<file path="config.mk">
export PLATFORM = sky130hd
export DESIGN_NAME = cache_data_array
export DESIGN_NICKNAME = d
export VERILOG_FILES = /design/src/hdl/cache_pkg.sv /design/src/hdl/cache_data_array.sv
export SDC_FILE = /design/constraint.sdc
export NUM_CORES = 2
export LEC_CHECK = 0
export BUFFER_PORTS_ARGS = -buffer_cell sky130_fd_sc_hd__buf_2
export CAP_MARGIN = 25
export CORE_MARGIN = 4
export CORE_UTILIZATION = 38
export CTS_BUF_LIST = sky130_fd_sc_hd__clkbuf_2 sky130_fd_sc_hd__clkbuf_4 sky130_fd_sc_hd__clkbuf_8
export DETAILED_ROUTE_END_ITERATION = 8
export SYNTH_ARGS = -nofsm -noshare
export SYNTH_HDL_FRONTEND = slang
export SYNTH_SLANG_ARGS = --single-unit
</file>
<file path="constraint.sdc">
create_clock -name clk -period 4.44 [get_ports clk]
set_input_delay 0.666 -clock clk [delete_from_list [all_inputs] [get_ports clk]]
set_output_delay 0.666 -clock clk [all_outputs]
set_load 0.02 [all_outputs]
</file>
<file path="src/hdl/cache_pkg.sv">
`default_nettype none

package cache_pkg;

	localparam int LINE_BITS = 256;
	localparam int WORD_BITS = 32;
	localparam int OFFSET_BITS = 5;

	typedef logic [LINE_BITS-1:0] line_t;

	typedef struct packed {
		logic valid;
		logic write;
		logic [31:0] addr;		// byte address
		logic [WORD_BITS-1:0] wdata;
		logic [WORD_BITS/8-1:0] be;
	} cpu_req_t;

	typedef struct packed {
		logic valid;
		logic write;
		logic [31:0] addr;
		logic [WORD_BITS-1:0] wdata;
		logic [WORD_BITS/8-1:0] be;
		logic hit;
		logic way;			// hit way, or filled way after a miss
	} stage_t;

	typedef enum logic [2:0] {
		MEM_IDLE,
		MEM_WB_REQ,
		MEM_WB_REL,
		MEM_FILL_REQ,
		MEM_FILL_REL,
		MEM_DONE
	} mem_state_t;

endpackage

`default_nettype wire

</file>
<file path="src/hdl/cache_data_array.sv">
`timescale 1ns/1ps
`default_nettype none

module cache_data_array #(
	parameter int SETS = 8
) (
	input logic clk,
	input logic [31:0] addr_i,
	input logic way_i,
	input logic [cache_pkg::WORD_BITS-1:0] wdata_i,
	input logic [cache_pkg::WORD_BITS/8-1:0] be_i,
	input logic write_en_i,
	input logic fill_en_i,
	input cache_pkg::line_t fill_line_i,
	output logic [cache_pkg::WORD_BITS-1:0] rdata_o,
	output cache_pkg::line_t victim_line_o
);

	localparam int SET_BITS = $clog2(SETS);
	localparam int WORD_SEL_BITS = $clog2(cache_pkg::LINE_BITS / cache_pkg::WORD_BITS);

	cache_pkg::line_t line_q [SETS][2];
	logic [SET_BITS-1:0] set_idx;
	logic [WORD_SEL_BITS-1:0] word_idx;

	assign set_idx = addr_i[cache_pkg::OFFSET_BITS +: SET_BITS];
	assign word_idx = addr_i[cache_pkg::OFFSET_BITS-1 -: WORD_SEL_BITS];

	// whole line doubles as the write-back source
	assign victim_line_o = line_q[set_idx][way_i];
	assign rdata_o = victim_line_o[word_idx*cache_pkg::WORD_BITS +: cache_pkg::WORD_BITS];

	always_ff @(posedge clk)
	begin
		if (fill_en_i)
			line_q[set_idx][way_i] <= fill_line_i;
		else if (write_en_i)
		begin
			for (int b = 0; b < cache_pkg::WORD_BITS/8; b++)
			begin
				if (be_i[b])
					line_q[set_idx][way_i][word_idx*cache_pkg::WORD_BITS + b*8 +: 8] <=
						wdata_i[b*8 +: 8];	// enabled bytes only
			end
		end
	end

	a_no_write_on_fill: assert property (@(posedge clk)
		!(write_en_i && fill_en_i))
		else $error("cpu write collides with line fill");

endmodule

`default_nettype wire

</file>
# Yosys cells after proc, flatten, opt, wreduce, memory -nomap -nowiden
# Memories as Yosys holds them, arrays and structs flattened.
# Cells that the tools add are included.
# totals
regBits,0
ram_bits,4096
inputBits,328
n_memories,1
# mem_list
memory,depth,word_bits,rd,rd_ports_with_merged_regs,wr,line,rtl
line_q,8,512,1,0,1,cache_data_array.sv:22,cache_pkg::line_t line_q [SETS][2];
# classes
add_sub_neg,7
order_cmp,2
n_shift,9
muxes,2079
bitwise_logic,2049
n_reduce_logical,1
# op_table
cell,n
2-to-1 mux 512 bit,5
2-to-1 mux 1 bit,2061
2-to-1 mux 256 bit,8
OR 1 bit,2048
demux 256 bit (select 1 bit),5
variable shift 8 x 34 -> 256 bit (first input constant),4
indexed part select 8 x 34 -> 256 bit,4
indexed part select 256 x 9 -> 32 bit,1
negation 9 -> 34 bit,3
negation 8 -> 34 bit,1
adder 8 x 5 -> 9 bit (second input constant),2
adder 8 x 4 -> 9 bit (second input constant),1
>= comparator 2 bit (second input constant),1
less-than comparator 2 x 1 -> 1 bit (second input constant),1
inverter 1 -> 2 bit,1
logical AND 1 bit,1

# Logic depth before layout (Yosys ltp)
# depth
depth_word,10
mapped_depth,13

# Worst setup path before layout
# No wires, ideal clock.
# synth_timing
path_kind,input -> register
from,in addr_i[2]
to,mem line_q[0][416] (netlist bit) (data pin)
arrival_time_ns,3.779
path_slack_ns,0.396
path_stages,10
n_path_buf,4
cell_sequence,clkbuf_1 > inv_2 > buf_1 > buf_1 > ha_1 > ha_1 > nor4_1 > nand2_1 > clkbuf_1 > o21ai_0
# synth_via
elab_chain_len,9
# synth_rtl
element,line,rtl
"start, declared",cache_data_array.sv:8,"input logic [31:0] addr_i,"
adder 8 x 4 -> 9 bit / negation 8 -> 34 bit (equally long branches),"cache_data_array.sv:42, cache_data_array.sv:43",
negation 9 -> 34 bit / variable shift 8 x 34 -> 256 bit (equally long branches),"cache_data_array.sv:43, cache_data_array.sv:42",
variable shift 8 x 34 -> 256 bit / 2-to-1 mux 256 bit (equally long branches),cache_data_array.sv:42,line_q[set_idx][way_i][word_idx*cache_pkg::WORD_BITS + b*8 +: 8] <=
2-to-1 mux 256 bit (implied by the code) / demux 256 bit (select 1 bit) (equally long branches),cache_data_array.sv:42,
demux 256 bit (select 1 bit) / 2-to-1 mux 512 bit (equally long branches),cache_data_array.sv:42,
2-to-1 mux 512 bit (implied by the code) / 2-to-1 mux 1 bit (equally long branches),--,
2-to-1 mux 1 bit (no line) (2 in a row),--,
2-to-1 mux 1 bit (no line) (*),--,
"end, declared",cache_data_array.sv:22,
# Mark *: on every way between the ends. The rest lies on a longest branch, timed or not.

# Worst setup path after layout
# layout_timing
from,in addr_i[5]
to,out rdata_o[29] (netlist bit)
# layout_via
elab_chain_len,5
# layout_rtl
element,line,rtl
memory read (8 x 512 bit),--,
2-to-1 mux 256 bit (implied by the code) (3 in a row),cache_data_array.sv:30,assign victim_line_o = line_q[set_idx][way_i];
indexed part select 256 x 9 -> 32 bit,cache_data_array.sv:31,assign rdata_o = victim_line_o[word_idx*cache_pkg::WORD_BITS +: cache_pkg::WORD_BITS];
"end, declared",cache_data_array.sv:15,"output logic [cache_pkg::WORD_BITS-1:0] rdata_o,"
# Every way passes these cells. The select of a mux whose other input is x is not followed.

==> metrics.cfg <==
[route]
avgViaCountPerCell=6.10
routed_wl_mm=705
routedWlPerCell_um=36.0
final_antenna_net_count=0
vias=119411
drc=0
first_iter_violations=17529
detail_route.first_pass.iterations=6

[final_layout]
largest_reg_flops=4096
reg.largest.list=line_q (4096)
largest_register=line_q
syn_to_final_growth_pct=21.6
fin_nets=13379
drive_gt1_frac=0.310
mostFrequentLayoutCell=edfxtp_1
final_cells=19566
layout_common_cells=edfxtp_1, buf_4, nor2_1

[global_route]
grt_pass1_wl_mm=947
grt_pass1_vias=114858
antenna_found_initial=116
gr-usage-all-layers=0.297
grt_overflow=0
grt_max_degree=60

[placed_design]
dp_hpwl_mm=494
gp_congestion=0.961
dp_cells=18046
io_buffers=589
dp_slack_ns=-0.388

[synth]
synth_edf_count=4096
synth_fp_nets=11074
async_reset_ff_frac=0
syn_avg_cell_area_um2=15.8
synth_area_um2=170000
yosys-mux-area-fraction=0.103
yosysSeqAreaShare=0.724
yosysWarnings=0
synth_compound_area_frac=0.101
synthCells=10741
synthFlopType=edfxtp_1
ys_ff_latch=4096
synth_top_family_by_area=multiplexers
ys_types=91
synthSimpleGateAreaFrac=0.0443
synthAdderAreaFrac=0.000368
synth-xor-area-share=0

[setup_path]
crit_path_max_incr_delay_ns=0.48
arrival_ns=3.87
crit_fanout=21
worstSetupEndpoint=rdata_o[29]
critPathCaptureType=output pin
start_kind=primary input
critical_path.startpoint=addr_i[5]
crit_path_top_delay_cell=nor4_4
worstPathRequired_ns=3.77
critical_path_class=in2out
cp_cell_sequence=buf_12, buf_4, inv_8, buf_12, buf_6, a221oi_1, a221o_1, a32oi_2, o22ai_2, o21a_1, nor4_4, buf_4, buf_2

[sta]
worst_slack_ns=-0.0930
slew_viol_final=0
rsz0062_at_grt=yes
slew-limit-headroom=0.204
fmax_mhz=221
fin_crit_sh=1.02
setup_viol=8
hold_viol=0
worst_slew_pin_slew_ns=1.18
finalCriticalPeriod_ns=4.53

[cts]
cts-root-buf=clkbuf_8
cts.sinks=4096
cts_tree=built
clk_path_buf_depth=4
clk_transition_reported_paths_ns=0.06
cts_buffers=652
htree_levels=6

[floorplanning]
fp-row-count=245
initial_core_util=0.382
die_h_um=677
coreArea_um2=445000
die_x_um=677
die_area_um2=458000
io-pin-count=616

[worst_hold_path]
min_path_type=in2reg

[power_and_ir_drop]
p_leak_nw=71.5
pwr_density_cell_nw_per_um2=416
ir_worst_vdd_v=0.000322

[flow_run]
cap_violations=0

[status]
status=complete, but fails checks
violations=negative setup slack

## metal layers
| metal | up-vias | share of wire | GRT usage |
|---|---|---|---|
| met5 | - | 0.00051 | 0 |
| met4 | 54 | 0.087 | 0.216 |
| met2 | 9342 | 0.44 | 0.446 |
| met3 | 2076 | 0.12 | 0.0785 |
| met1 | 60381 | 0.35 | 0.370 |
| li1 | 47558 | - | - |
## timing repair
item | CTS | global route
hold endpoints to repair | 3485 | 12
setup endpoints to repair | 23 | 23
pin swaps | 16 | 20
buffers inserted | 13 | 10
resized for setup | 98 | 46
cloned | 1 | 1
hold buffers | 239 | 2
## through the flow
step           hold WS [ns]  cell area (µm²)  setup TNS, ns   util  power, mW
2_1_floorplan         0.964           170000              0      -       48.4
3_3_place_gp           1.09           190000          -4.35  0.427       53.4
3_5_place_dp           1.09           190000          -3.38  0.427       53.6
4_1_cts            0.000651           206000        -0.0436  0.462       85.7
5_1_grt              0.0385           206000        -0.0945  0.464       88.0
6_report             0.0547           207000         -0.374  0.464       85.9
## cell type report
| type | count | area [µm²] |
|---|---|---|
| Sequential cell | 4096 | 123000 |
| Fill cell | 38312 | 239000 |
| Multi-Input combinational cell | 5876 | 43200 |
| Timing Repair Buffer | 2409 | 19800 |
| Clock buffer | 845 | 10500 |
| Antenna cell | 84 | 210 |
| Inverter | 11 | 68.8 |
| Clock inverter | 317 | 2380 |
| Tap cell | 5928 | 7420 |
## synthesized netlist by cell type, types with 59 or more instances
master | count | area, µm²
a22o_1 | 76 | 666
a221oi_1 | 296 | 2590
o22ai_1 | 66 | 413
a221o_1 | 141 | 1410
a21oi_1 | 450 | 2250
clkbuf_1 | 244 | 916
edfxtp_1 | 4096 | 123000
mux2_2 | 737 | 8300
a31oi_1 | 59 | 369
buf_4 | 102 | 766
buf_2 | 265 | 1330
a22oi_1 | 227 | 1700
mux4_2 | 87 | 1960
o221ai_1 | 77 | 674
mux2i_1 | 728 | 7290
o21ai_0 | 564 | 2820
a211oi_1 | 88 | 661
buf_6 | 88 | 991
nor2_1 | 1010 | 3790
o2bb2ai_1 | 85 | 744
nand2_1 | 648 | 2430
## where the power goes
group	internal, mW	switching [mW]
Clock	16.9	15.6
Combinational	3.13	6.63
Sequential	43.4	0.192
## cell families after synthesis
family / after synthesis
flops: 4096
buf+inv: 769
mux: 1552
simple gates: 1866
compound gates: 2453
fa+ha+maj: 5
## critical path: cells and delay by family
kind,cells,cell delay (ns)
AOI/OAI and AO/OA,5,1.16
and+or+nand+nor,1,0.48
buffers and inverters,7,1.40
## how the worst min path moves through the flow
stage,from,end,slack (ns),depth (start not counted)
2_1_floorplan,wdata_i[0],line_q[0][0]$_DFFE_PP_,0.96,1
3_3_place_gp,fill_line_i[184],line_q[3][184]$_DFFE_PP_,1.09,2
3_5_place_dp,fill_line_i[184],line_q[3][184]$_DFFE_PP_,1.09,2
4_1_cts,fill_line_i[194],line_q[6][194]$_DFFE_PP_,0.0007,3
5_1_grt,fill_line_i[32],line_q[3][32]$_DFFE_PP_,0.04,4
6_report,fill_line_i[32],line_q[3][32]$_DFFE_PP_,0.05,4
(Power assumes the default switching activity.)
