--- src/hdl/cache_pkg.sv ---
`default_nettype none

package cache_pkg;

	localparam int LINE_BITS = 256;
	localparam int WORD_BITS = 32;
	localparam int OFFSET_BITS = 5;

	typedef logic [LINE_BITS-1:0] line_t;

	typedef struct packed {
		logic valid;
		logic write;
		logic [31:0] addr;		// byte address
		logic [WORD_BITS-1:0] wdata;
		logic [WORD_BITS/8-1:0] be;
	} cpu_req_t;

	typedef struct packed {
		logic valid;
		logic write;
		logic [31:0] addr;
		logic [WORD_BITS-1:0] wdata;
		logic [WORD_BITS/8-1:0] be;
		logic hit;
		logic way;			// hit way, or filled way after a miss
	} stage_t;

	typedef enum logic [2:0] {
		MEM_IDLE,
		MEM_WB_REQ,
		MEM_WB_REL,
		MEM_FILL_REQ,
		MEM_FILL_REL,
		MEM_DONE
	} mem_state_t;

endpackage

`default_nettype wire

--- src/hdl/cache_stage_reg.sv ---
`timescale 1ns/1ps
`default_nettype none

module cache_stage_reg (
	input logic clk,
	input logic rst,
	input cache_pkg::cpu_req_t req_i,
	input logic hit_i,
	input logic hit_way_i,
	input logic stall_i,
	input logic fill_done_i,
	input logic fill_way_i,
	output cache_pkg::stage_t stage_o
);

	cache_pkg::stage_t stage_q;

	always_ff @(posedge clk)
	begin
		if (rst)
			stage_q <= '0;
		else if (fill_done_i)
		begin
			// line is now resident, so the held request retires as a hit
			stage_q.hit <= 1'b1;
			stage_q.way <= fill_way_i;
		end
		else if (!stall_i)
		begin
			if (req_i.valid)
			begin
				stage_q.valid <= 1'b1;
				stage_q.write <= req_i.write;
				stage_q.addr <= req_i.addr;
				stage_q.wdata <= req_i.wdata;
				stage_q.be <= req_i.be;
				stage_q.hit <= hit_i;
				stage_q.way <= hit_way_i;
			end
			else
			begin
				stage_q.valid <= 1'b0;	// bubble
				stage_q.hit <= 1'b0;
			end
		end
	end

	assign stage_o = stage_q;

	a_fill_done_on_miss: assert property (@(posedge clk) disable iff (rst)
		fill_done_i |-> (stall_i && stage_o.valid && !stage_o.hit))
		else $error("fill_done_i without a held miss in stage 2");

endmodule

`default_nettype wire

--- config.mk ---
export PLATFORM = sky130hd
export DESIGN_NAME = cache_stage_reg
export DESIGN_NICKNAME = d
export VERILOG_FILES = /design/src/hdl/cache_pkg.sv /design/src/hdl/cache_stage_reg.sv
export SDC_FILE = /design/constraint.sdc
export NUM_CORES = 1
export LEC_CHECK = 0
export BUFFER_PORTS_ARGS = -buffer_cell sky130_fd_sc_hd__buf_2
export CAP_MARGIN = 20
export CORE_MARGIN = 2
export CORE_UTILIZATION = 39
export CTS_CLUSTER_DIAMETER = 200
export DETAILED_ROUTE_END_ITERATION = 10
export GPL_ROUTABILITY_DRIVEN = 0
export PLACE_DENSITY = 0.87
export SLEW_MARGIN = 20
export SYNTH_ARGS = -nofsm -noshare
export SYNTH_HDL_FRONTEND = slang
export SYNTH_SLANG_ARGS = --single-unit
--- constraint.sdc ---
create_clock -name clk -period 1.2 [get_ports clk]
set_input_delay 0.24 -clock clk [delete_from_list [all_inputs] [get_ports clk]]
set_output_delay 0.24 -clock clk [all_outputs]
set_load 0.02 [all_outputs]
== Word level (Yosys, flattened, before mapping) ==
Cells that the tools add are included.
Widths: inputs -> output; s select.
Cells by class
  equality and inequality tests: 1
  mux-type cells: 5
  bitwise operators: 2
  reductions and logical operators: 4
Operators with widths (number)
  $mux 2: 2
  $reduce_and 2->1: 2
  $mux 1: 3
  $reduce_and 3->1: 1
  $ne 2x1->1 const B: 1
  $not 1->1: 2
  $reduce_bool 2->1: 1
Storage, ports and cells
  bits in registers: 72
  input bits: 77
  output and inout bits: 72

== Longest topological paths before layout ==
Gate-level depths: netlist of the first run.
  word-level depth: 3
  depth in mapped cells: 5

== Worst setup path before layout of the first run ==
OpenSTA, ideal clock, no wires.
  path kind: input to register
  from: input port fill_done_i
  to: register stage_q (netlist bit stage_o[48])
  arrival: 1016 ps
  data required time: 1068 ps
  slack: 52 ps
  cell stages on the path: 5
  buffers on the path: 2
  cell sequence: or3b_1 -> buf_2 -> buf_6 -> nand2_1 -> a21oi_1
On the way
  cells in the longest elaborated chain, start to end: 2
RTL lines
  start, declared: RTL line cache_stage_reg.sv:11  | input logic fill_done_i,
  $not 1->1 (no source line)
  $reduce_and 3->1 (no source line)
  end, declared: RTL line cache_stage_reg.sv:16  | cache_pkg::stage_t stage_q;
No other way between the ends.
A chain may end at the register's enable or synchronous reset.

== Final worst setup path of the first run ==
  from: register stage_q (netlist bit stage_o[43])
  to: output port stage_o[43] (netlist bit)
RTL lines
  end, declared: RTL line cache_stage_reg.sv:13  | output cache_pkg::stage_t stage_o
No word-level cell between the ends.

==> flow_metrics.env, run 1 <==
export IMPL_status="finished, final reports clean"
export IMPL_cts_tree="yes"
export IMPL_worstPathRequired_ps=960
export IMPL_worst_path_largest_cell_delay_ps=350
export IMPL_dpl_worst_slack_ps=-187.1
export IMPL_hold_path_end="stage_o[6]$_SDFFE_PP0P_"
export IMPL_grt_pass1_wl_mm=10.34
export IMPL_path_delay_family="flip-flops"
export IMPL_yosysWarnings=0
export IMPL_netlist_area_um2=2537
export IMPL_crit_chain="buf_2"
export IMPL_synth_cell_types=17
export IMPL_first_iter_violations=87
export IMPL_port_buffers=148
export IMPL_cts_sinks=72
export IMPL_wl_met1_mm=2.482
export IMPL_io_pins=149
export IMPL_top_layer="met4"
export IMPL_critPathArrivalTime_ps=850
export IMPL_fin_ws_ps=114.3
export IMPL_postSynthAreaPerCell_um2=8.107
export IMPL_pwr_share_clk_pct=43.2
export IMPL_r2r_end="stage_o[0]$_SDFFE_PP0P_"
export IMPL_htreeDepth=3
export IMPL_fin_crit_sh_pct=90.47
export IMPL_clk_insertion_delay_late_ps=320
export IMPL_n_antenna_cell=0
export IMPL_swShare_pct=22.04
export IMPL_layout_common_cells="buf_2 (148), nand2_1 (138), dfxtp_1 (72), a21oi_1 (70), clkbuf_8 (11)"
export IMPL_setup_viol=0
export IMPL_fin_skew_ps=0
export IMPL_initial_core_util_pct=40.19
export IMPL_reg2reg_depth=2
export IMPL_worst_pin_slew_ps=317.9
export IMPL_drt_pass1_iter_count=4
export IMPL_cts_buffer_depth=2
export IMPL_wl_met2_mm=3.332
export IMPL_powerDensity_nw_per_um2=1492
export IMPL_groute_usage_overall_pct=17.49
export IMPL_ir_worst_vdd_uv=1174
export IMPL_fmax_ghz=0.9211
export IMPL_fin_setup_tns_ps=0
export IMPL_die_x_um=84.66
export IMPL_syn_num_nets=390
export IMPL_antenna_left=0
export IMPL_worst_path_max_delay_cell="dfxtp_1"
export IMPL_cts_buffers=9
export IMPL_ctsResizeCount=0
export IMPL_end_kind="primary output"
export IMPL_drive_above_1_share_pct=37.80
export IMPL_min_period_ps=1086
export IMPL_hp_start="req_i[4]"
export IMPL_cts_root_buffer="clkbuf_8"
export IMPL_syn_inst=313
export IMPL_grt_max_degree=44
export IMPL_clk_pin_slew_worst_paths_ps=80
export IMPL_largest_register_ffs=72
export IMPL_internal_power_uw=4196
export IMPL_avgRoutedWirePerCell_um=11.57
export IMPL_hpwl_mm=4.634
export IMPL_rsz0062_at_grt="false"
export IMPL_drcViolationCount=0
export IMPL_total_power_uw=5382
export IMPL_finalHoldViolations=0
export IMPL_cp_max_fo=2
export IMPL_r2r_start="stage_o[0]$_SDFFE_PP0P_"
export IMPL_p_leak_uw=0.001678
export IMPL_met3WireLength_um=368
export IMPL_slew_headroom_pct=78.26
export IMPL_cts_setup_buffers=0
export IMPL_ys_seq_area_share_pct=56.80
export IMPL_vias=2533
export IMPL_nets=535
export IMPL_postRouteWirelength_mm=6.246
export IMPL_hold_ws_ps=144.9
export IMPL_dp_cells=524
export IMPL_die_area_um2=7167
export IMPL_cts_hold_fix_buffers=0
export IMPL_ys_ff_latch=72
export IMPL_maxSlewViolCount=0
export IMPL_combPwrFrac_pct=10.2
export IMPL_hold_class="in -> reg"
export IMPL_antenna_found_initial=0
export IMPL_critPathKind="reg -> out"
export IMPL_gr_total_overflow=0
export IMPL_rows=29
export IMPL_die_h_um=84.66
export IMPL_finalNonFillerCells=540
export IMPL_rrSetupSlack_ps=360
export IMPL_layout_commonest_cell="buf_2"
export IMPL_viasPerCell=4.691
export IMPL_seq_power_share_pct=46.6
export IMPL_coreArea_um2=6314
export IMPL_grt_pass1_vias=2467
export IMPL_start_kind="register"
export IMPL_area_growth_pct=42.16
export IMPL_cap_violations=0
export IMPL_switching_power_uw=1186
export IMPL_path_buf_inv=1
export IMPL_worstHoldPathCells=3
-- how the worst max path moves through the flow --
| stage | slack [ps] | to | cells past startpoint | start |
|---|---|---|---|---|
| after floorplan | 50 | stage_o[48]$_SDFFE_PP0P_ | 5 | fill_done_i |
| after global placement | -170 | stage_o[29]$_SDFFE_PP0P_ | 5 | fill_done_i |
| after detailed placement | -190 | stage_o[29]$_SDFFE_PP0P_ | 5 | fill_done_i |
| after CTS | 90 | stage_o[43] | 1 | stage_o[43]$_SDFFE_PP0P_ |
| after global routing | 50 | stage_o[47] | 1 | stage_o[47]$_SDFFE_PP0P_ |
| final | 110 | stage_o[43] | 1 | stage_o[43]$_SDFFE_PP0P_ |
-- cell families (layout without fill, tap and decap cells) --
| family | count (synthesis) | after routing | share of synthesized area, % |
|---|---|---|---|
| DFF | 72 | 72 | 56.80 |
| and+or+nand+nor | 144 | 144 | 22.14 |
| AOI/OAI and AO/OA | 73 | 73 | 14.69 |
| buffers and inverters | 24 | 174 | 6.361 |
-- stage by stage --
stage | instance area [um^2] | utilization [%]
after floorplan | 2537 | -
after global placement | 3353 | 53.11
after detailed placement | 3353 | 53.11
after CTS | 3607 | 57.13
after global routing | 3607 | 57.13
final | 3607 | 57.13
-- worst min-delay path, stage by stage --
cell and delay, ps:
buf_2 90, nand2_1 40, a21oi_1 50
-- cell usage after synthesis --
| master | instances | share of area (%) |
|---|---|---|
| nor3_1 | 1 | 0.20 |
| nor3b_2 | 1 | 0.49 |
| a2111oi_0 | 1 | 0.35 |
| a21oi_1 | 70 | 14 |
| buf_2 | 6 | 1.2 |
| or3b_1 | 1 | 0.35 |
| buf_4 | 1 | 0.30 |
| dfxtp_1 | 72 | 57 |
| buf_6 | 8 | 3.6 |
| a221oi_1 | 1 | 0.35 |
| inv_1 | 1 | 0.15 |
| o21ai_0 | 1 | 0.20 |
| nor2b_1 | 1 | 0.25 |
| nor3b_1 | 1 | 0.30 |
| nand2_1 | 138 | 20 |
| nor2_1 | 1 | 0.15 |
| clkbuf_1 | 8 | 1.2 |
-- final cells by class --
class                   instances  area (um^2)
clock buffers                  11        151.4
clock inverters                 5        102.6
fillers                       573         2706
inverters                       1        3.754
multi-input cells             217        940.9
flip-flops and latches         72         1441
well taps                      77        96.34
repair buffers                157        870.8
-- layer usage --
layer | GRT usage, % | vias to the layer above
met3 | 7.178 | 8
met4 | 5.195 | 0
met2 | 32.07 | 74
met1 | 18.18 | 1157
met5 | 0 | -
li1 | - | 1294
-- power groups by stage --
stage / clock network (uW) / registers [uW] / logic, uW
floorplan: 0 / 2670 / 191
global placement: 0 / 2560 / 543
detailed placement: 0 / 2560 / 554
CTS: 2410 / 2510 / 556
global route: 2490 / 2520 / 604
finish: 2320 / 2510 / 549
Power figures use the tool's default switching activity.
==> inputs of run 2 (changes only) <==
CTS_BUF_LIST = sky130_fd_sc_hd__clkbuf_16   (was unset)
==> flow_metrics.env, run 2 (synthesis results as in run 1) <==
export IMPL_status="finished, final reports clean"
export IMPL_cap_violations=0
export IMPL_vias=2554
export IMPL_worstPathRequired_ps=960
export IMPL_drt_pass1_iter_count=4
export IMPL_worst_pin_slew_ps=317.5
export IMPL_die_x_um=84.66
export IMPL_viasPerCell=4.730
export IMPL_gr_total_overflow=0
export IMPL_hold_class="in -> reg"
export IMPL_clk_pin_slew_worst_paths_ps=60
export IMPL_hpwl_mm=4.634
export IMPL_cts_root_buffer="clkbuf_16"
export IMPL_hp_start="req_i[4]"
export IMPL_powerDensity_nw_per_um2=1624
export IMPL_r2r_start="stage_o[0]$_SDFFE_PP0P_"
export IMPL_path_delay_family="flip-flops"
export IMPL_layout_commonest_cell="buf_2"
export IMPL_initial_core_util_pct=40.19
export IMPL_place_area_um2=3353
export IMPL_critPathArrivalTime_ps=830
export IMPL_start_kind="register"
export IMPL_rrSetupSlack_ps=360
export IMPL_cts_buffers=9
export IMPL_ir_worst_vdd_uv=909.9
export IMPL_grt_pass1_wl_mm=10.34
export IMPL_n_antenna_cell=0
export IMPL_nets=535
export IMPL_rows=29
export IMPL_critPathKind="reg -> out"
export IMPL_fmax_ghz=0.9334
export IMPL_min_period_ps=1071
export IMPL_final_util_pct=58.42
export IMPL_first_iter_violations=73
export IMPL_slew_headroom_pct=78.29
export IMPL_worst_path_max_delay_cell="dfxtp_1"
export IMPL_die_area_um2=7167
export IMPL_groute_usage_overall_pct=17.51
export IMPL_area_growth_pct=45.36
export IMPL_finalHoldViolations=0
export IMPL_antenna_found_initial=0
export IMPL_die_h_um=84.66
export IMPL_crit_chain="buf_2"
export IMPL_largest_register_ffs=72
export IMPL_end_kind="primary output"
export IMPL_cp_startpoint="stage_o[47]$_SDFFE_PP0P_"
export IMPL_fin_setup_tns_ps=0
export IMPL_rsz0062_at_grt="false"
export IMPL_total_power_uw=5990
export IMPL_path_buf_inv=1
export IMPL_postRouteWirelength_mm=6.288
export IMPL_port_buffers=148
export IMPL_final_area_um2=3689
export IMPL_hold_ws_ps=154.7
export IMPL_avgRoutedWirePerCell_um=11.64
export IMPL_drive_above_1_share_pct=37.37
export IMPL_ctsResizeCount=0
export IMPL_htreeDepth=3
export IMPL_fillers=563
export IMPL_fin_crit_sh_pct=89.28
export IMPL_p_leak_uw=0.001713
export IMPL_worst_path_largest_cell_delay_ps=340
export IMPL_clk_insertion_delay_late_ps=310
export IMPL_cts_setup_buffers=0
export IMPL_cp_max_fo=2
export IMPL_maxSlewViolCount=0
export IMPL_cts_sinks=72
export IMPL_cts_tree="yes"
export IMPL_drcViolationCount=0
export IMPL_cts_buffer_depth=2
export IMPL_io_pins=149
export IMPL_cts_hold_fix_buffers=0
export IMPL_grt_pass1_vias=2468
export IMPL_setup_viol=0
export IMPL_layout_common_cells="buf_2 (148), nand2_1 (138), dfxtp_1 (72), a21oi_1 (70), clkbuf_16 (9)"
export IMPL_antenna_left=0
export IMPL_coreArea_um2=6314
export IMPL_fin_skew_ps=0
export IMPL_grt_max_degree=44
run 2: cell count changes in the layout (fill, tap and decap cells not counted):
cell / previous run / this run
clkbuf_16: 0 / 9
clkinv_1: 0 / 2
clkbuf_8: 11 / 0
run 2: per-stage QoR:
step / setup WS (ps) / cells
global route: 86.98 / 540
CTS: 117.7 / 540
global placement: -172.7 / 524
finish: 128.7 / 540
detailed placement: -187.1 / 524
floorplan: 51.58 / 313
run 2: path summary, 6_finish.rpt:
kind	end	cells past startpoint
worst max-delay path	stage_o[47]	1
worst min register to register	stage_o[66]$_SDFFE_PP0P_	2
worst min-delay path	stage_o[6]$_SDFFE_PP0P_	3
worst max register to register	stage_o[0]$_SDFFE_PP0P_	2
run 2: layout make-up:
type	count	area, um^2	area share [%]
clock buffers	9	225.2	6.106
clock inverters	7	110.1	2.985
inverters	1	3.754	0.1018
multi-input cells	217	940.9	25.51
flip-flops and latches	72	1441	39.08
well taps	77	96.34	2.612
repair buffers	157	870.8	23.61
run 2: metal layers:
layer	share of wire [%]	track usage [%]	wire length, um	vias to the layer above
li1	-	-	-	1298
met1	39	18.25	2428	1155
met2	53	32.07	3320	88
met3	6.7	5.998	419	13
met4	1.9	6.926	120	0
met5	0	0	0	-
run 2: power by group:
group          leakage (uW)  internal, uW  switching [uW]  total, uW
logic              0.000967           233             317        550
clock network      0.000161          2010             917       2930
registers          0.000586          2480            38.6       2510
total               0.00171          4720            1270       5990
