File: config.mk
export PLATFORM = sky130hd
export DESIGN_NAME = cache_control
export DESIGN_NICKNAME = d
export VERILOG_FILES = /design/src/hdl/cache_pkg.sv /design/src/hdl/cache_control.sv
export SDC_FILE = /design/constraint.sdc
export NUM_CORES = 1
export LEC_CHECK = 0
export BUFFER_PORTS_ARGS = -buffer_cell sky130_fd_sc_hd__buf_2
export CAP_MARGIN = 25
export CORE_AREA = 2 2 452 454
export CTS_BUF_LIST = sky130_fd_sc_hd__clkbuf_16
export DETAILED_ROUTE_END_ITERATION = 12
export DIE_AREA = 0 0 454 456
export GPL_TIMING_DRIVEN = 0
export PLACE_DENSITY = 0.31
export SLEW_MARGIN = 30
export SYNTH_ARGS = -nofsm -noshare
export SYNTH_HDL_FRONTEND = slang
export SYNTH_SLANG_ARGS = --single-unit
File: constraint.sdc
create_clock -name clk -period 19.5 [get_ports clk]
set_input_delay 2.925 -clock clk [delete_from_list [all_inputs] [get_ports clk]]
set_output_delay 2.925 -clock clk [all_outputs]
set_load 0.01 [all_outputs]
File: src/hdl/cache_pkg.sv
`default_nettype none

package cache_pkg;

	localparam int LINE_BITS = 256;
	localparam int WORD_BITS = 32;
	localparam int OFFSET_BITS = 5;

	typedef logic [LINE_BITS-1:0] line_t;

	typedef struct packed {
		logic valid;
		logic write;
		logic [31:0] addr;		// byte address
		logic [WORD_BITS-1:0] wdata;
		logic [WORD_BITS/8-1:0] be;
	} cpu_req_t;

	typedef struct packed {
		logic valid;
		logic write;
		logic [31:0] addr;
		logic [WORD_BITS-1:0] wdata;
		logic [WORD_BITS/8-1:0] be;
		logic hit;
		logic way;			// hit way, or filled way after a miss
	} stage_t;

	typedef enum logic [2:0] {
		MEM_IDLE,
		MEM_WB_REQ,
		MEM_WB_REL,
		MEM_FILL_REQ,
		MEM_FILL_REL,
		MEM_DONE
	} mem_state_t;

endpackage

`default_nettype wire

File: src/hdl/cache_control.sv
`timescale 1ns/1ps
`default_nettype none

module cache_control #(
	parameter int SETS = 8
) (
	input logic clk,
	input logic rst,
	input cache_pkg::stage_t stage_i,
	input logic victim_way_i,
	input logic victim_dirty_i,
	input logic [31:cache_pkg::OFFSET_BITS] victim_tag_i,
	input cache_pkg::line_t victim_line_i,
	output logic stall_o,
	output logic fill_en_o,
	output logic fill_way_o,
	output logic fill_done_o,
	output logic mem_req_o,
	output logic mem_we_o,
	output logic [31:cache_pkg::OFFSET_BITS] mem_addr_o,
	output cache_pkg::line_t mem_wdata_o,
	input cache_pkg::line_t mem_rdata_i,
	input logic mem_ack_i,
	output cache_pkg::line_t fill_line_o
);

	cache_pkg::mem_state_t state_q;
	cache_pkg::mem_state_t state_d;
	logic miss;
	logic way_q;
	cache_pkg::line_t line_q;

	if (SETS < 2 || (SETS & (SETS - 1)) != 0)
	begin : g_bad_sets
		$error("SETS must be a power of two of at least 2");
	end

	assign miss = stage_i.valid && !stage_i.hit;

	always_comb
	begin
		state_d = state_q;
		case (state_q)
			cache_pkg::MEM_IDLE:
				if (miss)
					state_d = victim_dirty_i ? cache_pkg::MEM_WB_REQ : cache_pkg::MEM_FILL_REQ;
			cache_pkg::MEM_WB_REQ:
				if (mem_ack_i)
					state_d = cache_pkg::MEM_WB_REL;
			cache_pkg::MEM_WB_REL:
				if (!mem_ack_i)
					state_d = cache_pkg::MEM_FILL_REQ;
			cache_pkg::MEM_FILL_REQ:
				if (mem_ack_i)
					state_d = cache_pkg::MEM_FILL_REL;
			cache_pkg::MEM_FILL_REL:
				if (!mem_ack_i)
					state_d = cache_pkg::MEM_DONE;
			cache_pkg::MEM_DONE:
				state_d = cache_pkg::MEM_IDLE;
			default:
				state_d = cache_pkg::MEM_IDLE;
		endcase
	end

	always_ff @(posedge clk)
	begin
		if (rst)
			state_q <= cache_pkg::MEM_IDLE;
		else
			state_q <= state_d;
	end

	always_ff @(posedge clk)
	begin
		if (state_q == cache_pkg::MEM_IDLE && miss)
			way_q <= victim_way_i;	// victim stays put for the whole miss
		if (state_q == cache_pkg::MEM_FILL_REQ && mem_ack_i)
			line_q <= mem_rdata_i;
	end

	assign stall_o = (state_q != cache_pkg::MEM_IDLE) || miss;
	assign fill_en_o = (state_q == cache_pkg::MEM_FILL_REL) && !mem_ack_i;
	assign fill_way_o = way_q;
	assign fill_done_o = (state_q == cache_pkg::MEM_DONE);
	assign fill_line_o = line_q;

	assign mem_req_o = (state_q == cache_pkg::MEM_WB_REQ) || (state_q == cache_pkg::MEM_FILL_REQ);
	assign mem_we_o = (state_q == cache_pkg::MEM_WB_REQ);
	assign mem_addr_o = (state_q == cache_pkg::MEM_WB_REQ || state_q == cache_pkg::MEM_WB_REL) ?
		victim_tag_i : stage_i.addr[31:cache_pkg::OFFSET_BITS];
	assign mem_wdata_o = victim_line_i;

	a_req_held_to_ack: assert property (@(posedge clk) disable iff (rst)
		(mem_req_o && !mem_ack_i) |=>
			(mem_req_o && $stable(mem_we_o) && $stable(mem_addr_o) && $stable(mem_wdata_o)))
		else $error("memory request dropped or changed before mem_ack_i");

endmodule

`default_nettype wire

# [Word-level counts from Yosys, hierarchy flattened]
# Cells that the tools add are included.
[totals] output_inout_bits=545 regBits=260 inputBits=616
[classes] muxes=8 eq_ne=10 reduce_logical=12
[op_table] cell="$mux W27" count=1
[op_table] cell="$mux W3" count=5
[op_table] cell="$pmux W3 S5" count=1
[op_table] cell="$ne A2 B2 Y1 const B" count=4
[op_table] cell="$eq A3 B2 Y1 const B" count=2
[op_table] cell="$eq A3 B3 Y1 const B" count=2
[op_table] cell="$reduce_and A5 Y1" count=1
[op_table] cell="$logic_and A1 B1 Y1" count=4
[op_table] cell="$eq A3 B1 Y1 const B" count=1
[op_table] cell="$logic_not A3 Y1" count=1
[op_table] cell="$logic_or A1 B1 Y1" count=3
[op_table] cell="$reduce_bool A3 Y1" count=1
[op_table] cell="$logic_not A1 Y1" count=2
[op_table] cell="$mux W2" count=1
[op_table] cell="$ne A2 B1 Y1 const B" count=1

# [Depth between registers and ports, before layout]
# Gate-level depths: netlist of the first run.
[logic_depth] depth_word=4 depth_mapped=5 mapped_depth_nobuf=3

# [Worst setup path after synthesis of the first run]
# OpenSTA, ideal clock, no wires.
[synth_path] path_type="input-to-reg" startpoint="input mem_ack_i" endpoint="register line_q[0], in the netlist fill_line_o[0], enable pin" cell_stages=2 setup_ps=877 arrival_time_ps=13618 slack_ps=5005 path_cell_list="nand3_1 -> nor2_1"
[synth_between] elab_chain_cells=1
[synth_rtl] element="start, declared" line_no="cache_control.sv:23" rtl="input logic mem_ack_i,"
[synth_rtl] element="$logic_and A1 B1 Y1" line_no="cache_control.sv:78" rtl="if (state_q == cache_pkg::MEM_FILL_REQ && mem_ack_i)"
[synth_rtl] element="end signal, assigned" line_no="cache_control.sv:79" rtl="line_q <= mem_rdata_i;"
[synth_rtl] element="end, declared" line_no="cache_control.sv:31" rtl="cache_pkg::line_t line_q;"
# No other way between the ends.
# A chain may end at the register's enable or synchronous reset.

# [Final worst setup path of the first run]
[layout_path] startpoint="input mem_ack_i" endpoint="output fill_en_o"
[layout_between] elab_chain_cells=2
[layout_rtl] element="$logic_not A1 Y1" line_no="cache_control.sv:83" rtl="assign fill_en_o = (state_q == cache_pkg::MEM_FILL_REL) && !mem_ack_i;"
[layout_rtl] element="$logic_and A1 B1 Y1" line_no="cache_control.sv:83"
[layout_rtl] element="end, declared" line_no="cache_control.sv:15" rtl="output logic fill_en_o,"
# No other way between the ends.

==> results of run 1 <==
[routing by layer]
metal  GRT usage [%]  routed length (um)  vias to the layer above
li1                -                   -                     3611
met1           4.011               16160                     3733
met5               0                 113                        -
met4           3.159                3703                       16
met3           1.556                4945                      136
met2           13.04               40210                      642
[final cells by class]
type,count,area [um2],share of cell area [%]
Clock inverter,24,235.2,1.213
Buffer,261,1993,10.28
Sequential cell,260,7777,40.12
Antenna cell,3,7.507,0.03872
Tap cell,2672,3343,17.25
Clock buffer,30,750.7,3.872
Multi-Input combinational cell,48,550.5,2.840
Inverter,1,3.754,0.01936
Timing Repair Buffer,877,4725,24.37
[path summary, 6_finish.rpt]
path                      to  slack (ns)  cells past startpoint
min               state_q[2]        0.68                      3
max                fill_en_o       12.96                      3
min reg2reg       state_q[2]        0.68                      3
max reg2reg  fill_line_o[98]       17.18                      9
[cell families (layout without fill, tap and decap cells)]
family | count (synthesis) | in the layout | synth area share (%)
other cells | 0 | 3 | 0
simple gates | 16 | 16 | 1.031
buf+inv | 262 | 1193 | 19.35
flops | 260 | 260 | 75.38
compound gates | 4 | 4 | 0.2911
mux | 27 | 27 | 3.675
xor+xnor | 1 | 1 | 0.2668
[Yosys cell counts]
cell type / count / area, um2
nor2_1: 4 / 15.01
buf_6: 1 / 11.26
edfxtp_1: 257 / 7717
nand2b_1: 1 / 6.260
nor2_8: 1 / 20.02
mux2_4: 20 / 300.3
buf_2: 1 / 5.000
nor3_1: 2 / 10.01
inv_1: 1 / 3.750
and3_1: 1 / 6.260
buf_12: 2 / 40.04
dfxtp_1: 3 / 60.06
mux2_2: 7 / 78.83
nand3_1: 1 / 5.000
and2b_2: 1 / 8.760
nand2_1: 1 / 3.750
and3b_2: 1 / 10.01
o31ai_1: 1 / 7.510
a21oi_1: 1 / 5.000
buf_8: 1 / 15.01
a32oi_1: 1 / 8.760
xnor2_4: 1 / 27.53
nor2b_1: 2 / 12.51
buf_4: 256 / 1922
o31a_1: 1 / 8.760
nor4b_1: 1 / 8.760
[metrics by stage]
step | utilization (%) | setup slack (ns) | instances
final | 9.611 | 12.96 | 4176
after CTS | 9.608 | 12.94 | 4173
after floorplan | - | 5.005 | 570
after detailed placement | 9.119 | 12.94 | 4119
after global routing | 9.609 | 12.91 | 4174
after global placement | 8.909 | -2.143 | 4103
[registers in the layout, indices dropped and copies added, names as in the netlist]
| register | count |
|---|---|
| state_q | 3 |
| fill_way_o | 1 |
| fill_line_o | 256 |
[worst register-to-register path: stages (launching register included)]
cell,delay (ns)
dfxtp_1,0.34
buf_8,0.14
nand3_1,0.15
nor2_4,0.22
buf_16,0.21
buf_16,0.20
buf_16,0.21
buf_16,0.20
buf_16,0.18
buf_8,0.17
[power breakdown]
part	leakage (nW)	switching, W	internal (W)
Clock	0.504	0.000253	0.000333
Sequential	2.34	0.00000133	0.000620
Combinational	5.07	0.0000846	0.000101
Total	7.92	0.000339	0.00105
==> metrics.yaml, run 1 <==
critical_path:
  cpPeakStageDelay_ns: 0.34
  worst_ep_required_time_ns: 16.57
  crit_path_start_kind: "primary input"
  crit_path_start: "mem_ack_i"
  cp-end-kind: "output port"
  critical_path_class: "primary input to output port"
  cp_common_cell: "buf_2"
  path_delay_family: "buffers and inverters"
  cp_cell_sequence: "buf_2, nor4b_1, buf_2"
  timing.rr.start: "state_q[0]"
  crit_arrival_ns: 3.61
  slowest_stage: "nor4b_1"
  crit_fanout: 5
  critPathBufInv: 2
floorplanning:
  io_pins: 1161
  die_h_um: 456
  fp.dieW_um: 454
  die_area_um2: 207000
  start_util_pct: 5.115
  rows: 165
  core_area_um2: 201700
drt:
  viasPerCell: 1.949
  vias: 8138
  ant_nets: 0
  firstDrtPassIters: 4
  drc: 0
  wirelength_um: 65140
  drt_iter0_markers: 298
  avgRoutedWirePerCell_um: 15.60
global_route:
  antenna_found_initial: 38
  grt-ovfl-total: 0
  grt_start_max_net_pins: 22
  grt_use_total_pct: 5.822
  grt_pass1_vias: 8220
  grt_pass1_wl_um: 78460
timing:
  rsz0062_at_grt: "false"
  tns_ns: 0
  fin_skew_ns: 0.02123
  worst_pin_slew_ns: 0.3622
  fin_hold_ws_ns: 0.6754
  finalHoldViolCount: 0
  period_share_pct: 33.53
  max-slew-margin-rel_pct: 75.52
  fmax_mhz: 152.9
  finalSetupViolCount: 0
  fin_crit_ns: 6.539
  final_max_slew_viol_count: 0
final_layout:
  nFillCells: 23270
  drive_above_1_share_pct: 80.81
  finalNetCount: 2095
  final_common_cell: "buf_2"
  layout_common_cells: "buf_2, edfxtp_1, buf_4, clkbuf_16, mux2_4"
  syn_to_final_growth_pct: 87.90
  layout.cell_area.non_filler_um2: 19390
min_path:
  hold_path.class: "flop to flop"
  min_from: "state_q[1]"
synthesis:
  ys_seq_elements: 260
  synthCells: 570
  yosysWarnings: 0
  avgSynthCellArea_um2: 18.10
  synth_area_um2: 10320
  yosysSeqAreaShare_pct: 75.38
  synthDistinctLibCells: 26
  synth_nets: 1186
placement:
  dp_hpwl_um: 58210
  gp_congestion: 0.7411
  io_buffers: 861
  post_dp_cell_area_um2: 18390
clock_tree:
  htreeDepth: 1
  cts_inserted_buffers: 30
  cts_sinks: 260
  clk_path_buf_depth: 3
  post_cts.repair.setup_buffers: 0
  clock_latency_ns: 0.61
  tritoncts: "yes"
  hold_buffers: 0
  clock-root-buffer: "clkbuf_16"
  clk_pin_slew_ns: 0.05
  cts_resized: 0
power_and_ir_drop:
  leakagePower_nw: 7.917
  power.density_nw_per_um2: 71.86
  ir_worst_vdd_mv: 0.06411
  total_power_w: 0.001393
outcome:
  status: "finished, final reports clean"
run:
  cap_violations: 0
No activity file was read; power rests on OpenSTA's default activity.
==> inputs of run 2 (changes only) <==
--- a/config.mk
+++ b/config.mk
@@ -7,12 +7,12 @@
 export LEC_CHECK = 0
 export BUFFER_PORTS_ARGS = -buffer_cell sky130_fd_sc_hd__buf_2
 export CAP_MARGIN = 25
-export CORE_AREA = 2 2 452 454
+export CORE_AREA = 2 2 446 448
 export CTS_BUF_LIST = sky130_fd_sc_hd__clkbuf_16
 export DETAILED_ROUTE_END_ITERATION = 12
-export DIE_AREA = 0 0 454 456
+export DIE_AREA = 0 0 448 450
 export GPL_TIMING_DRIVEN = 0
-export PLACE_DENSITY = 0.31
+export PLACE_DENSITY = 0.32
 export SLEW_MARGIN = 30
 export SYNTH_ARGS = -nofsm -noshare
 export SYNTH_HDL_FRONTEND = slang
==> constraint.sdc (replaced) <==
create_clock -name clk -period 5.89 [get_ports clk]
set_input_delay 0.8835 -clock clk [delete_from_list [all_inputs] [get_ports clk]]
set_output_delay 0.8835 -clock clk [all_outputs]
set_load 0.01 [all_outputs]
==> run 2 against run 1 <==
Hold slack got worse by 0.22 ns. Largest cell class unchanged. Non-clock buffer count fell by 2. Critical path type is now flop to flop. Combinational power rose to 3.2 times the previous value. Highest routed layer unchanged. Critical endpoint is now fill_line_o[95].
==> metrics.yaml, run 2 (same netlist as run 1, synthesis figures left out) <==
clock_tree:
  cts_resized: 0
  htreeDepth: 1
  cts_sinks: 260
  clock-root-buffer: "clkbuf_16"
  clk_pin_slew_ns: 0.07
  clock_latency_ns: 0.60
  post_cts.repair.setup_buffers: 0
  tritoncts: "yes"
  hold_buffers: 0
  clk_path_buf_depth: 3
  cts_inserted_buffers: 30
timing:
  fmax_mhz: 313.1
  fin_skew_ns: 0.01399
  period_share_pct: 54.23
  max-slew-margin-rel_pct: 61.32
  final_max_slew_viol_count: 0
  worst_pin_slew_ns: 0.5788
  finalHoldViolCount: 0
  rsz0062_at_grt: "false"
  finalSetupViolCount: 0
  fin_crit_ns: 3.194
  setup_slack_ns: 2.696
drt:
  ant_nets: 0
  vias: 8005
  wirelength_um: 54760
  avgRoutedWirePerCell_um: 13.19
  drt_iter0_markers: 272
  viasPerCell: 1.929
  drc: 0
  firstDrtPassIters: 4
final_layout:
  finalNetCount: 2093
  regArea_um2: 7777
  nFillCells: 22750
  final_common_cell: "buf_2"
  largest_reg_flops: 256
  multiInputGateArea_um2: 550.5
  drive_above_1_share_pct: 80.95
  syn_to_final_growth_pct: 88.03
  final_core_util_pct: 9.868
  layout_common_cells: "buf_2, edfxtp_1, buf_4, clkbuf_16, mux2_4"
critical_path:
  timing.rr.start: "state_q[0]"
  critical_path_class: "flop to flop"
  crit_arrival_ns: 3.49
  worst_ep_required_time_ns: 6.19
  crit_fanout: 22
  crit_path_start_kind: "flop"
  cp-end-kind: "flop"
  crit_path_start: "state_q[0]"
floorplanning:
  start_util_pct: 5.248
  io_pins: 1161
  core_area_um2: 196600
  die_area_um2: 201600
  rows: 163
  die_h_um: 450
  fp.dieW_um: 448
power_and_ir_drop:
  switching_share_pct: 23.64
  pwr-share-seq_pct: 44.0
  p_clk_share_pct: 43.2
  leakagePower_nw: 7.914
  p_switching_w: 0.001105
  ir_worst_vdd_mv: 0.2331
  combPwrFrac_pct: 12.8
  p_int_w: 0.003568
  power.density_nw_per_um2: 240.9
global_route:
  grt_use_total_pct: 4.893
  grt_pass1_vias: 7952
  grt-ovfl-total: 0
  antenna_found_initial: 28
  grt_start_max_net_pins: 23
  grt_pass1_wl_um: 67230
placement:
  preCtsSetupSlack_ns: 2.098
  io_buffers: 861
  gp_congestion: 0.7690
  dp_hpwl_um: 48430
min_path:
  hold_path.class: "primary input to flop"
  min_from: "mem_rdata_i[181]"
run:
  cap_violations: 0
outcome:
  status: "finished, final reports clean"
[run 2: worst paths after layout]
path                                    endpoint  slack (ns)  cells past startpoint
worst min register to register        state_q[2]        0.68                      3
worst max register to register   fill_line_o[95]        2.70                     12
worst max-delay path             fill_line_o[95]        2.70                     12
worst min-delay path            fill_line_o[181]        0.45                      1
[run 2: area by class of cell]
cell class,instances,area share (%)
flip-flops and latches,260,40.09
repair buffers,875,24.20
well taps,2640,17.03
plain buffers,261,10.27
clock buffers,31,3.999
multi-input cells,48,2.838
clock inverters,25,1.438
diodes,9,0.1161
inverters,1,0.01935
[run 2: per-stage QoR]
step / hold WS, ns / setup TNS, ns / cells / cell area [um2] / power (W)
final: 0.4536 / 0 / 4150 / 19400 / 0.004673
after global routing: 0.3968 / 0 / 4144 / 19380 / 0.004881
after CTS: 0.3819 / 0 / 4141 / 19380 / 0.004796
after detailed placement: 0.6699 / 0 / 4085 / 18320 / 0.002711
after global placement: 0.6804 / -482.96 / 4071 / 17940 / 0.002707
after floorplan: 0.6246 / 0 / 570 / 10320 / 0.002398
[run 2: critical path, stage by stage (launching register included)]
cell and delay [ns]:
dfxtp_1 0.34, buf_8 0.14, nand3_1 0.14, nor2_4 0.48, buf_16 0.24, buf_16 0.18, buf_16 0.18, buf_16 0.18
buf_16 0.18, buf_16 0.18, buf_16 0.18, buf_16 0.19, buf_16 0.18
[run 2: metal layers]
| metal | vias to the layer above | part of all wire (%) | track usage [%] |
|---|---|---|---|
| met1 | 3704 | 29 | 4.133 |
| met3 | 83 | 9.0 | 1.486 |
| li1 | 3618 | - | - |
| met2 | 574 | 58 | 10.21 |
| met5 | - | 0.30 | 0 |
| met4 | 26 | 3.7 | 1.978 |
[run 2: power groups by stage]
stage / sequential (W) / combinational, W / clock, W
after floorplan: 0.00211 / 0.000291 / 0
after global placement: 0.00210 / 0.000605 / 0
after detailed placement: 0.00210 / 0.000614 / 0
after CTS: 0.00206 / 0.000615 / 0.00212
after global routing: 0.00206 / 0.000646 / 0.00218
final: 0.00206 / 0.000597 / 0.00202
==> inputs of run 3 (changes only) <==
--- a/config.mk
+++ b/config.mk
@@ -5,14 +5,15 @@
 export SDC_FILE = /design/constraint.sdc
 export NUM_CORES = 1
 export LEC_CHECK = 0
+export ABC_AREA = 1
 export BUFFER_PORTS_ARGS = -buffer_cell sky130_fd_sc_hd__buf_2
 export CAP_MARGIN = 25
-export CORE_AREA = 2 2 446 448
+export CORE_AREA = 2 2 448 450
 export CTS_BUF_LIST = sky130_fd_sc_hd__clkbuf_16
 export DETAILED_ROUTE_END_ITERATION = 12
-export DIE_AREA = 0 0 448 450
+export DIE_AREA = 0 0 450 452
 export GPL_TIMING_DRIVEN = 0
-export PLACE_DENSITY = 0.32
+export PLACE_DENSITY = 0.31
 export SLEW_MARGIN = 30
 export SYNTH_ARGS = -nofsm -noshare
 export SYNTH_HDL_FRONTEND = slang
==> constraint.sdc (replaced) <==
create_clock -name clk -period 3.3 [get_ports clk]
set_input_delay 0.495 -clock clk [delete_from_list [all_inputs] [get_ports clk]]
set_output_delay 0.495 -clock clk [all_outputs]
set_load 0.01 [all_outputs]
==> run 3 against run 2 <==
Register-to-register slack got worse by 2.2 ns. Via count grew 5.5%. Die area is 0.89% higher. Critical endpoint is now fill_line_o[121].
==> metrics.yaml, run 3 <==
synthesis:
  yosys.area.top_type: "edfxtp_1"
  synth_area_um2: 10450
  ys.flop_type: "edfxtp_1"
  yosysSeqAreaShare_pct: 74.45
  ys_async_sr_fraction_pct: 0
  yosysWarnings: 0
  synth_top_cell_area_share_pct: 73.88
  synthCells: 640
  synth_area_leaders: "edfxtp_1, buf_4, nand2_4"
  yosysMostFrequentCell: "edfxtp_1"
  synthTopCellsByCount: "edfxtp_1, buf_4, nand2_1, nand2_2, nand2_4"
  ys_seq_elements: 260
  avgSynthCellArea_um2: 16.32
  synth-edff-count: 257
  synthDistinctLibCells: 20
  synth_nets: 1256
global_route:
  grt_start_max_net_pins: 24
  grt_use_met2_pct: 10.83
  grt_use_total_pct: 5.850
  grt-ovfl-total: 0
  busiest_layer: "met2"
  grt_pass1_vias: 7839
  antenna_found_initial: 58
  grt_pass1_wl_um: 77660
  use_met1_pct: 6.362
  met3_usage_pct: 1.484
final_layout:
  syn_to_final_growth_pct: 91.47
  layout.cell_area.non_filler_um2: 20000
  fin_cells: 4269
  layout_common_cells: "buf_2, edfxtp_1, buf_4, nand2_1, clkbuf_16"
  drive_above_1_share_pct: 78.01
  finalNetCount: 2192
  largest_reg_flops: 256
  final_common_cell: "buf_2"
critical_path:
  cp-end-kind: "flop"
  cp_cell_sequence: "inv_4, nand3_4, nor2_4, buf_16, buf_16, buf_8, buf_16, buf_16, buf_16, buf_16, buf_16"
  cpPeakStageDelay_ns: 0.46
  slowest_stage: "nor2_4"
  cp_common_cell: "buf_16"
  crit_path_start_kind: "flop"
  crit_fanout: 19
  crit_arrival_ns: 3.04
  path_delay_family: "buffers and inverters"
  critPathBufInv: 9
  worst_ep_required_time_ns: 3.58
  critical_path_class: "flop to flop"
drt:
  wirelength_um: 64160
  ant_nets: 0
  drt_iter0_markers: 363
  avgRoutedWirePerCell_um: 15.03
  vias: 8448
  viasPerCell: 1.979
  firstDrtPassIters: 4
  drc: 0
outcome:
  status: "finished, final reports clean"
timing:
  fmax_mhz: 362.5
  fin_skew_ns: 0.02560
  final_max_slew_viol_count: 0
  rsz0062_at_grt: "false"
  max-slew-margin-rel_pct: 64.17
  fin_hold_ws_ns: 0.07974
  period_share_pct: 83.59
  worst_pin_slew_ns: 0.5362
  finalSetupViolCount: 0
  finalHoldViolCount: 0
  setup_slack_ns: 0.5416
  fin_crit_ns: 2.758
clock_tree:
  cts_resized: 0
  clk_pin_slew_ns: 0.06
  cts_inserted_buffers: 39
  clk_path_buf_depth: 3
  tritoncts: "yes"
  clock-root-buffer: "clkbuf_16"
  clock_latency_ns: 0.59
  htreeDepth: 2
  cts_sinks: 260
power_and_ir_drop:
  leakagePower_nw: 8.294
  combPwrFrac_pct: 22.7
  switching_share_pct: 30.61
  power.density_nw_per_um2: 528.9
  pwr-share-seq_pct: 37.2
  ir_worst_vdd_mv: 0.2829
  p_clk_share_pct: 40.0
  p_int_w: 0.007340
  p_switching_w: 0.003238
floorplanning:
  die_area_um2: 203400
  fp.dieW_um: 450
  start_util_pct: 5.259
  die_h_um: 452
  rows: 164
  io_pins: 1161
  core_area_um2: 198600
placement:
  preCtsSetupSlack_ns: 0.3536
  dp_hpwl_um: 55870
  gp_congestion: 0.7838
  io_buffers: 861
  dp.cells: 4174
  post_dp_cell_area_um2: 18560
min_path:
  hold_path.class: "primary input to flop"
run:
  cap_violations: 0
==> run 3: changes by cell type after synthesis, sizes merged, moves of 2 or more <==
cell,previous run,this run
o21ai,0,2
nor2b,2,0
nand2,1,93
mux2,27,0
inv,1,8
nand3,1,7
==> run 3: per-layer routing <==
metal  routed length, um  vias up
li1                    -     3857
met1               23020     3912
met2               34650      558
met3                4525      111
met4                1898       10
met5                  61        -
==> run 3: area by class of cell <==
type / count / area [um2]
timing repair buffer: 895 / 4935
tap: 2656 / 3323
multi-input combinational: 112 / 681.9
antenna: 8 / 20.02
sequential: 260 / 7781
fill: 23020 / 178600
inverter: 8 / 37.54
buffer: 260 / 1972
clock inverter: 31 / 275.3
clock buffer: 39 / 975.9
==> run 3: cell families after synthesis <==
| group | Yosys count | share of synthesized area [%] |
|---|---|---|
| compound gates | 4 | 0.2155 |
| buf+inv | 268 | 19.21 |
| flops | 260 | 74.45 |
| simple gates | 108 | 6.121 |
==> run 3: path summary, 6_finish.rpt <==
kind | from | end | slack [ns] | depth (start not counted)
max | state_q[2] | fill_line_o[121] | 0.54 | 11
max reg2reg | state_q[2] | fill_line_o[121] | 0.54 | 11
min reg2reg | state_q[2] | state_q[2] | 0.51 | 2
min | mem_rdata_i[149] | fill_line_o[149] | 0.08 | 1
==> run 3: power by group through the flow <==
stage	sequential (W)	combinational [W]	clock (W)
2_1_floorplan	0.00412	0.00117	0
3_3_place_gp	0.00407	0.00235	0
3_5_place_dp	0.00401	0.00245	0
4_1_cts	0.00394	0.00247	0.00453
5_1_grt	0.00396	0.00261	0.00459
6_report	0.00394	0.00241	0.00423
==> run 3: stage by stage <==
stage                     TNS [ns]  utilization [%]  total power (W)
final                            0            10.07          0.01058
after global routing             0            10.06          0.01116
after floorplan            -363.79                -         0.005294
after CTS                        0            10.06          0.01095
after global placement    -1163.60            9.115         0.006418
after detailed placement         0            9.344         0.006455
==> run 3: timing repair <==
item                      4_1_cts  5_1_grt
hold endpoints to repair       17        0
hold buffers                   17        0
setup buffers                   0        0
